File: config.mk
export PLATFORM = sky130hd
export DESIGN_NAME = rob_top
export DESIGN_NICKNAME = d
export VERILOG_FILES = /design/src/rob_cfg_pkg.sv /design/src/rob_msg_pkg.sv /design/src/rob_top.sv /design/src/rob_squash.sv /design/src/rob_retire.sv /design/src/rob_entry_table.sv /design/src/rob_alloc.sv
export SDC_FILE = /design/constraint.sdc
export NUM_CORES = 1
export LEC_CHECK = 0
export BUFFER_PORTS_ARGS = -buffer_cell sky130_fd_sc_hd__buf_2
export CAP_MARGIN = 20
export CORE_ASPECT_RATIO = 1.75
export CORE_MARGIN = 1.5
export CORE_UTILIZATION = 50
export CTS_CLUSTER_DIAMETER = 120
export DETAILED_ROUTE_END_ITERATION = 16
export HOLD_SLACK_MARGIN = 0.15
export PLACE_DENSITY = 0.71
export SLEW_MARGIN = 20
export SYNTH_ARGS = -nofsm -noshare
export SYNTH_HDL_FRONTEND = slang
export SYNTH_HIERARCHICAL = 1
export SYNTH_SLANG_ARGS = --single-unit
File: constraint.sdc
create_clock -name clock -period 11.3 [get_ports clock]
set_clock_uncertainty 0.05 [all_clocks]
set_input_delay 2.26 -clock clock [delete_from_list [all_inputs] [get_ports clock]]
set_output_delay 2.26 -clock clock [all_outputs]
set_load 0.005 [all_outputs]
File: src/rob_cfg_pkg.sv
//==========================================================================
// reorder buffer sizing and the plain vector types built on it
//==========================================================================
`default_nettype none

package rob_cfg_pkg;

    // buffer and register file sizing
    localparam int unsigned rob_depth = 8;
    localparam int unsigned arch_regs = 32;
    localparam int unsigned phys_regs = 64;
    localparam int unsigned xlen      = 32;
    localparam int unsigned wb_ports  = 2;

    // derived widths
    localparam int unsigned rob_idx_w  = $clog2(rob_depth);
    localparam int unsigned rob_cnt_w  = $clog2(rob_depth + 1);
    localparam int unsigned arch_reg_w = $clog2(arch_regs);
    localparam int unsigned phys_reg_w = $clog2(phys_regs);

    // index and count; count has to reach rob_depth itself
    typedef logic [rob_idx_w-1:0]  rob_idx_t;
    typedef logic [rob_cnt_w-1:0]  rob_cnt_t;

    // register numbers and data
    typedef logic [arch_reg_w-1:0] arch_reg_t;
    typedef logic [phys_reg_w-1:0] phys_reg_t;
    typedef logic [xlen-1:0]       xlen_t;

    // one bit per entry / per physical register
    typedef logic [rob_depth-1:0]  rob_mask_t;
    typedef logic [phys_regs-1:0]  phys_mask_t;

endpackage

`default_nettype wire
File: src/rob_msg_pkg.sv
//==========================================================================
// packed records passed between reorder buffer stages and to the ports
//==========================================================================
`default_nettype none

package rob_msg_pkg;

    // one dispatched instruction, 18 bits
    typedef struct packed {
        logic                  rd_wen;
        rob_cfg_pkg::arch_reg_t rd_arch;
        // mapping given by rename
        rob_cfg_pkg::phys_reg_t new_prf;
        // mapping it replaces, freed at commit or squash
        rob_cfg_pkg::phys_reg_t old_prf;
    } disp_req_t;

    // one writeback port, 36 bits
    typedef struct packed {
        logic                  valid;
        rob_cfg_pkg::rob_idx_t rob_idx;
        rob_cfg_pkg::xlen_t    value;
    } wb_req_t;

    // one retiring instruction, 50 bits
    typedef struct packed {
        logic                   rd_wen;
        rob_cfg_pkg::arch_reg_t rd_arch;
        rob_cfg_pkg::phys_reg_t new_prf;
        rob_cfg_pkg::phys_reg_t old_prf;
        rob_cfg_pkg::xlen_t     value;
    } commit_t;

    // one stored entry, 52 bits
    typedef struct packed {
        // entry in flight
        logic               valid;
        // writeback seen
        logic               ready;
        disp_req_t          req;
        rob_cfg_pkg::xlen_t value;
    } rob_entry_t;

endpackage

`default_nettype wire

File: src/rob_top.sv
//==========================================================================
// reorder buffer top; connects allocation, entry table, retire and squash
//==========================================================================
`default_nettype none
`timescale 1ns/1ns

module rob_top (
    input  wire                     clock,
    input  wire                     reset,

    // dispatch
    input  logic                    dispatch_valid_i,
    input  rob_msg_pkg::disp_req_t  dispatch_i,
    output logic                    dispatch_ready_o,
    output logic                    alloc_o,
    output rob_cfg_pkg::rob_idx_t   alloc_idx_o,

    // writeback
    input  rob_msg_pkg::wb_req_t    wb_i [rob_cfg_pkg::wb_ports],

    // branch recovery
    input  logic                    mispredict_i,
    input  rob_cfg_pkg::rob_idx_t   mispredict_idx_i,

    // commit
    output logic                    commit_valid_o,
    output rob_msg_pkg::commit_t    commit_o,

    // free list reclaim
    output logic                    free_valid_o,
    output rob_cfg_pkg::phys_mask_t free_mask_o
);

    // retire <-> table
    rob_cfg_pkg::rob_idx_t   head_idx;
    rob_msg_pkg::rob_entry_t head_entry;
    logic                    retire_fire;

    // table <-> squash
    rob_cfg_pkg::rob_mask_t  valid_mask;
    rob_cfg_pkg::phys_reg_t  old_prf [rob_cfg_pkg::rob_depth];
    rob_cfg_pkg::rob_mask_t  squash_mask;
    rob_cfg_pkg::rob_cnt_t   squash_count;

    rob_alloc alloc_inst (
        .clock            (clock),
        .reset            (reset),
        .dispatch_valid_i (dispatch_valid_i),
        .dispatch_ready_o (dispatch_ready_o),
        .alloc_o          (alloc_o),
        .alloc_idx_o      (alloc_idx_o),
        .mispredict_i     (mispredict_i),
        .mispredict_idx_i (mispredict_idx_i),
        .squash_count_i   (squash_count),
        .retire_fire_i    (retire_fire)
    );

    // alloc_idx_o doubles as the tail for the table and the walk
    rob_entry_table table_inst (
        .clock         (clock),
        .reset         (reset),
        .alloc_i       (alloc_o),
        .alloc_idx_i   (alloc_idx_o),
        .dispatch_i    (dispatch_i),
        .wb_i          (wb_i),
        .head_idx_i    (head_idx),
        .retire_fire_i (retire_fire),
        .head_entry_o  (head_entry),
        .squash_mask_i (squash_mask),
        .valid_mask_o  (valid_mask),
        .old_prf_o     (old_prf)
    );

    rob_retire retire_inst (
        .clock          (clock),
        .reset          (reset),
        .head_entry_i   (head_entry),
        .mispredict_i   (mispredict_i),
        .head_idx_o     (head_idx),
        .retire_fire_o  (retire_fire),
        .commit_valid_o (commit_valid_o),
        .commit_o       (commit_o)
    );

    rob_squash squash_inst (
        .clock            (clock),
        .reset            (reset),
        .mispredict_i     (mispredict_i),
        .mispredict_idx_i (mispredict_idx_i),
        .tail_i           (alloc_idx_o),
        .valid_mask_i     (valid_mask),
        .old_prf_i        (old_prf),
        .squash_mask_o    (squash_mask),
        .squash_count_o   (squash_count),
        .free_valid_o     (free_valid_o),
        .free_mask_o      (free_mask_o)
    );

endmodule

`default_nettype wire

File: src/rob_squash.sv
//==========================================================================
// squash stage: marks entries younger than a mispredicted branch and
// reports their old mappings to the free list one cycle later
//==========================================================================
`default_nettype none
`timescale 1ns/1ns

module rob_squash (
    input  wire                     clock,
    input  wire                     reset,

    // branch recovery request
    input  logic                    mispredict_i,
    input  rob_cfg_pkg::rob_idx_t   mispredict_idx_i,
    input  rob_cfg_pkg::rob_idx_t   tail_i,

    // table view
    input  rob_cfg_pkg::rob_mask_t  valid_mask_i,
    input  rob_cfg_pkg::phys_reg_t  old_prf_i [rob_cfg_pkg::rob_depth],

    // to table and allocation
    output rob_cfg_pkg::rob_mask_t  squash_mask_o,
    output rob_cfg_pkg::rob_cnt_t   squash_count_o,

    // to the free list
    output logic                    free_valid_o,
    output rob_cfg_pkg::phys_mask_t free_mask_o
);

    rob_cfg_pkg::phys_mask_t free_mask_d;

    //======================================================================
    // walk from branch+1 up to the tail
    //======================================================================

    always_comb begin
        rob_cfg_pkg::rob_idx_t idx;
        logic                  walking;

        squash_mask_o  = '0;
        squash_count_o = '0;
        free_mask_d    = '0;
        walking        = mispredict_i;

        for (int j = 1; j < rob_cfg_pkg::rob_depth; j++) begin
            idx = mispredict_idx_i + rob_cfg_pkg::rob_idx_t'(j);
            // tail is the first slot not holding a younger entry
            if (idx == tail_i) begin
                walking = 1'b0;
            end
            if (walking && valid_mask_i[idx]) begin
                squash_mask_o[idx] = 1'b1;
                squash_count_o     = squash_count_o + rob_cfg_pkg::rob_cnt_t'(1);
                // r0 mapping is never handed back
                if (old_prf_i[idx] != '0) begin
                    free_mask_d[old_prf_i[idx]] = 1'b1;
                end
            end
        end
    end

    //======================================================================
    // free pulse, the cycle after the mispredict
    //======================================================================

    always_ff @(posedge clock or posedge reset) begin
        if (reset) begin
            free_valid_o <= 1'b0;
        end else begin
            free_valid_o <= mispredict_i;
        end
    end

    always_ff @(posedge clock) begin
        if (mispredict_i) begin
            free_mask_o <= free_mask_d;
        end
    end

endmodule

`default_nettype wire

File: src/rob_retire.sv
//==========================================================================
// retire stage: head pointer, in-order retire and registered commit
//==========================================================================
`default_nettype none
`timescale 1ns/1ns

module rob_retire (
    input  wire                     clock,
    input  wire                     reset,

    // head entry from the table
    input  rob_msg_pkg::rob_entry_t head_entry_i,
    input  logic                    mispredict_i,

    output rob_cfg_pkg::rob_idx_t   head_idx_o,
    output logic                    retire_fire_o,

    // commit port, one instruction per cycle at most
    output logic                    commit_valid_o,
    output rob_msg_pkg::commit_t    commit_o
);

    rob_cfg_pkg::rob_idx_t head_q;

    // oldest entry goes once its writeback is in
    // held during a mispredict so the walk sees a stable head
    assign retire_fire_o = head_entry_i.valid && head_entry_i.ready && !mispredict_i;

    assign head_idx_o = head_q;

    //======================================================================
    // head and commit strobe
    //======================================================================

    always_ff @(posedge clock or posedge reset) begin
        if (reset) begin
            head_q         <= '0;
            commit_valid_o <= 1'b0;
        end else begin
            // wraps with the index width
            if (retire_fire_o) begin
                head_q <= head_q + rob_cfg_pkg::rob_idx_t'(1);
            end
            // single cycle pulse per retirement
            commit_valid_o <= retire_fire_o;
        end
    end

    // commit record, only meaningful with commit_valid_o
    always_ff @(posedge clock) begin
        if (retire_fire_o) begin
            commit_o.rd_wen  <= head_entry_i.req.rd_wen;
            commit_o.rd_arch <= head_entry_i.req.rd_arch;
            commit_o.new_prf <= head_entry_i.req.new_prf;
            commit_o.old_prf <= head_entry_i.req.old_prf;
            commit_o.value   <= head_entry_i.value;
        end
    end

endmodule

`default_nettype wire

File: src/rob_entry_table.sv
//==========================================================================
// entry storage; written by dispatch and writeback, cleared by retire
// and squash, read at the head and by the squash walk
//==========================================================================
`default_nettype none
`timescale 1ns/1ns

module rob_entry_table (
    input  wire                     clock,
    input  wire                     reset,

    // allocation
    input  logic                    alloc_i,
    input  rob_cfg_pkg::rob_idx_t   alloc_idx_i,
    input  rob_msg_pkg::disp_req_t  dispatch_i,

    // writeback ports
    input  rob_msg_pkg::wb_req_t    wb_i [rob_cfg_pkg::wb_ports],

    // retire
    input  rob_cfg_pkg::rob_idx_t   head_idx_i,
    input  logic                    retire_fire_i,
    output rob_msg_pkg::rob_entry_t head_entry_o,

    // squash
    input  rob_cfg_pkg::rob_mask_t  squash_mask_i,
    output rob_cfg_pkg::rob_mask_t  valid_mask_o,
    output rob_cfg_pkg::phys_reg_t  old_prf_o [rob_cfg_pkg::rob_depth]
);

    // per-entry state bits
    rob_cfg_pkg::rob_mask_t valid_q;
    rob_cfg_pkg::rob_mask_t valid_d;
    rob_cfg_pkg::rob_mask_t ready_q;
    rob_cfg_pkg::rob_mask_t ready_d;

    // payload arrays
    rob_msg_pkg::disp_req_t req_q   [rob_cfg_pkg::rob_depth];
    rob_cfg_pkg::xlen_t     value_q [rob_cfg_pkg::rob_depth];

    //======================================================================
    // valid and ready
    //======================================================================

    always_comb begin
        // squash clears whatever the walk marked
        valid_d = valid_q & ~squash_mask_i;
        ready_d = ready_q;

        // head leaves on retire
        if (retire_fire_i) begin
            valid_d[head_idx_i] = 1'b0;
        end

        // writeback marks done, also on a squashed entry
        for (int p = 0; p < rob_cfg_pkg::wb_ports; p++) begin
            if (wb_i[p].valid) begin
                ready_d[wb_i[p].rob_idx] = 1'b1;
            end
        end

        // fresh entry starts not done
        if (alloc_i) begin
            valid_d[alloc_idx_i] = 1'b1;
            ready_d[alloc_idx_i] = 1'b0;
        end
    end

    always_ff @(posedge clock or posedge reset) begin
        if (reset) begin
            valid_q <= '0;
            ready_q <= '0;
        end else begin
            valid_q <= valid_d;
            ready_q <= ready_d;
        end
    end

    //======================================================================
    // payload
    //======================================================================

    always_ff @(posedge clock) begin
        if (alloc_i) begin
            req_q[alloc_idx_i] <= dispatch_i;
        end
        // ports never share an index in one cycle
        for (int p = 0; p < rob_cfg_pkg::wb_ports; p++) begin
            if (wb_i[p].valid) begin
                value_q[wb_i[p].rob_idx] <= wb_i[p].value;
            end
        end
    end

    // head view for the retire stage
    always_comb begin
        head_entry_o.valid = valid_q[head_idx_i];
        head_entry_o.ready = ready_q[head_idx_i];
        head_entry_o.req   = req_q[head_idx_i];
        head_entry_o.value = value_q[head_idx_i];
    end

    // full view for the squash walk
    assign valid_mask_o = valid_q;

    always_comb begin
        for (int i = 0; i < rob_cfg_pkg::rob_depth; i++) begin
            old_prf_o[i] = req_q[i].old_prf;
        end
    end

endmodule

`default_nettype wire

File: src/rob_alloc.sv
//==========================================================================
// allocation stage: tail pointer, occupancy and dispatch acceptance
//==========================================================================
`default_nettype none
`timescale 1ns/1ns

module rob_alloc (
    input  wire                   clock,
    input  wire                   reset,

    // dispatch side
    input  logic                  dispatch_valid_i,
    output logic                  dispatch_ready_o,
    output logic                  alloc_o,
    output rob_cfg_pkg::rob_idx_t alloc_idx_o,

    // branch recovery
    input  logic                  mispredict_i,
    input  rob_cfg_pkg::rob_idx_t mispredict_idx_i,
    input  rob_cfg_pkg::rob_cnt_t squash_count_i,

    // from retire
    input  logic                  retire_fire_i
);

    rob_cfg_pkg::rob_idx_t tail_q;
    rob_cfg_pkg::rob_cnt_t count_q;
    logic                  full;

    //======================================================================
    // acceptance
    //======================================================================

    // full when every entry holds an instruction
    assign full = (count_q == rob_cfg_pkg::rob_cnt_t'(rob_cfg_pkg::rob_depth));

    // no new work while the younger entries are being cleared
    assign dispatch_ready_o = !full && !mispredict_i;
    assign alloc_o          = dispatch_valid_i && dispatch_ready_o;

    // new instruction lands at the tail
    assign alloc_idx_o = tail_q;

    //======================================================================
    // tail and count
    //======================================================================

    always_ff @(posedge clock or posedge reset) begin
        if (reset) begin
            tail_q  <= '0;
            count_q <= '0;
        end else if (mispredict_i) begin
            // branch keeps its entry, tail restarts right after it
            tail_q  <= mispredict_idx_i + rob_cfg_pkg::rob_idx_t'(1);
            // retire and alloc are both held off this cycle
            count_q <= count_q - squash_count_i;
        end else begin
            // tail wraps with the index width
            if (alloc_o) begin
                tail_q <= tail_q + rob_cfg_pkg::rob_idx_t'(1);
            end
            // one in, one out, or both
            count_q <= count_q
                     + rob_cfg_pkg::rob_cnt_t'(alloc_o)
                     - rob_cfg_pkg::rob_cnt_t'(retire_fire_i);
        end
    end

endmodule

`default_nettype wire

==> results.json <==
{
  "die-area_um2": 61800,
  "final_cells": 3111,
  "dp_cells": 3013,
  "hold_start": "table_inst/ready_q[4]",
  "yosys-top-cells-count": "edfxtp_1, mux2_2, nand2_1, mux4_2, nor2_1",
  "synth_top_area_share_pct": 51.3,
  "routed_wl_mm": 107,
  "status": "completed",
  "cts_sinks": 542,
  "ant_nets": 0,
  "holdPathEnd": "table_inst/ready_q[4]",
  "synth_most_common_cell": "edfxtp_1",
  "hold_viol": 0,
  "cp_common_cell": "ha_1",
  "fin_setup_tns_ns": 0,
  "cts_resized": 0,
  "path_max_fanout": 23,
  "antenna_found_initial": 14,
  "vias": 20500,
  "finalCriticalPeriod_ns": 8.27,
  "yosys.area_share.simple_pct": 8.77,
  "die_w_um": 189,
  "grt_pass1_vias": 20800,
  "syn_area_per_cell_um2": 14.3,
  "synthXorXnorAreaFrac_pct": 1.30,
  "slew_headroom_pct": 16.4,
  "p_per_area_nw_per_um2": 183,
  "core_um2": 59400,
  "r2r-start": "alloc_inst/alloc_idx_o[0]",
  "grtUsageTotal_pct": 34.8,
  "wl_per_cell_um": 34.3,
  "fp.dieH_um": 328,
  "synth_fa_ha_area_share_pct": 1.05,
  "whs_path_depth": 2,
  "area_growth_pct": 10.8,
  "grt_max_degree": 68,
  "syn-num-nets": 2226,
  "slowest_stage": "nor3_2",
  "p_leak_nw": 11.8,
  "gp_congestion": 1.04,
  "post-dp-hpwl_mm": 75.4,
  "post-route-period-util_pct": 73.2,
  "tightest_slew_ns": 1.25,
  "ys_types": 90,
  "setup_violations": 0,
  "synth_compound_area_share_pct": 6.36,
  "r2r-end": "alloc_inst/count_q[3]",
  "ir_worst_vdd_uv": 146,
  "critical_path.startpoint_type": "input pin",
  "report.final.slew_viol_count": 0,
  "cts_inserted_buffers": 49,
  "synth_ff_type": "edfxtp_1",
  "crit_type": "in2reg",
  "endpoint_kind": "register",
  "cpPeakStageDelay_ns": 0.61,
  "required_ns": 11.75,
  "drc": 0,
  "hp-class": "reg2reg",
  "grt_pass1_wl_mm": 152,
  "cts_setup_buffers": 0,
  "drt_iter0_markers": 2012,
  "reg2regPathDepth": 24,
  "clk_pin_slew_ns": 0.07,
  "via_per_inst": 6.60,
  "clock.fmax_mhz": 121,
  "reg2reg_slack_ns": 4.96,
  "fin_nets": 2406,
  "syn_inst": 2105,
  "max_cap_violations": 0,
  "rows": 118,
  "async_flop_share_pct": 5.17,
  "synth.area.mux_share_pct": 25.3,
  "yosysTopAreaCell": "edfxtp_1",
  "synth_seq_area_share_pct": 53.6,
  "layout-drive-gt1-share_pct": 38.5,
  "critPathArrivalTime_ns": 8.72,
  "cts-htree-levels": 2,
  "synth_top_family_by_area": "multiplexers",
  "initial_core_util_pct": 50.7,
  "yosys_warnings": 6,
  "root_buffer": "clkbuf_16",
  "rsz0062_at_grt": "no",
  "io_buffers": 217,
  "clock_path_buffers": 3,
  "pin_count": 218,
  "syn_area_um2": 30100,
  "grt.overflow.total": 0,
  "hold_buffers": 0,
  "synth_edf_count": 514,
  "yosys-top-cells-area": "edfxtp_1, mux4_2, mux2_2",
  "synth_seq_cells": 542,
  "cts_tree": "built",
  "clk_latency_ns": 0.64,
  "first_pass_iters": 6
}
-- how the worst max path moves through the flow --
stage | depth (start not counted) | end | start
global route | 29 | alloc_inst/count_q[3] | mispredict_idx_i[2]
floorplan | 32 | alloc_inst/count_q[3] | mispredict_idx_i[0]
global placement | 29 | alloc_inst/count_q[3] | mispredict_idx_i[2]
finish | 29 | alloc_inst/count_q[3] | mispredict_idx_i[2]
CTS | 29 | alloc_inst/count_q[3] | mispredict_idx_i[2]
detailed placement | 29 | alloc_inst/count_q[3] | mispredict_idx_i[2]
-- final cells by class --
type                            count  area, um^2
Sequential cell                   542       16100
Tap cell                          780         976
Clock buffer                       58        1260
Inverter                           53         199
Clock inverter                     32         254
Fill cell                        4841       26000
Timing Repair Buffer              274        1520
Antenna cell                        7        17.5
Multi-Input combinational cell   1365       13000
-- layout by cell type (no fill, tap or decap), types with 6 or more instances in the layout --
cell type  instances
a31oi_1           17
buf_2            215
edfxtp_1         514
mux2i_1           30
nand2b_1          13
xor2_1             9
nor2_2             6
dfrtp_1           25
a222oi_1          16
mux4_2           159
a31o_2             8
nand3_1           46
clkinv_2           7
a21oi_1           44
mux2_4            30
inv_1             47
nor3_1            12
nand2_1          204
buf_4             57
o21ai_0           20
clkbuf_16         49
and2_1            15
ha_1              22
diode_2            7
a22oi_1           28
clkbuf_1           9
mux2_2           291
o21ai_1           12
o211ai_1           6
a221oi_1          57
nand4_1            9
nand4b_1          10
xnor2_1           13
nor3_2            14
o22ai_1           21
clkinv_1          16
nor2_1           137
-- cells by family (layout without fill, tap and decap cells) --
group                    Yosys count  after routing
AO/OA/AOI/OAI                    265            265
other                              1              8
flip-flops                       542            542
adder cells (fa/ha/maj)           24             24
multiplexers                     511            511
AND/OR/NAND/NOR                  532            532
buffers and inverters            198            417
XOR/XNOR                          32             32
-- per-stage QoR --
step | utilization (%) | power, mW | setup WS, ns | hold WS (ns) | area [um^2]
6_report | 56.2 | 6.11 | 3.03 | 0.486 | 33400
3_5_place_dp | 53.6 | 4.53 | 2.40 | 0.474 | 31800
4_1_cts | 56.2 | 6.14 | 3.01 | 0.484 | 33300
2_1_floorplan | - | 3.89 | 2.92 | 0.420 | 30100
5_1_grt | 56.2 | 6.34 | 2.61 | 0.509 | 33400
3_3_place_gp | 53.6 | 4.49 | 2.67 | 0.457 | 31800
-- flip-flops by register name, summed over array words and instances (netlist names) --
| name | cells |
|---|---|
| retire_inst/commit_valid_o | 1 |
| table_inst/valid_mask_o | 8 |
| retire_inst/head_idx_o | 3 |
| table_inst/ready_q | 8 |
| retire_inst/commit_o | 50 |
| squash_inst/free_valid_o | 1 |
| table_inst/req_q | 144 |
| alloc_inst/alloc_idx_o | 3 |
| table_inst/value_q | 256 |
| squash_inst/free_mask_o | 64 |
| alloc_inst/count_q | 4 |
-- power by group --
group | internal [mW] | switching [mW] | leakage [nW]
combinational | 0.841 | 1.01 | 6.00
clock | 0.850 | 0.765 | 0.737
sequential | 2.46 | 0.193 | 5.09
-- per-layer routing --
layer	vias up	wire length [um]	part of all wire, %	global-route usage [%]
met5	-	29	0.027	0
met4	4	9030	8.5	23.8
met3	338	6780	6.4	6.10
met2	1085	57300	54	64.0
met1	10400	33500	31	35.5
li1	8694	-	-	-
-- worst max-delay path: cells and delay by family --
| family | cells | cell delay (ns) |
|---|---|---|
| mux | 3 | 0.65 |
| xor+xnor | 4 | 0.77 |
| buf+inv | 8 | 1.22 |
| simple gates | 5 | 1.34 |
| compound gates | 2 | 0.30 |
| fa+ha+maj | 7 | 2.13 |
(Power assumes the default switching activity.)
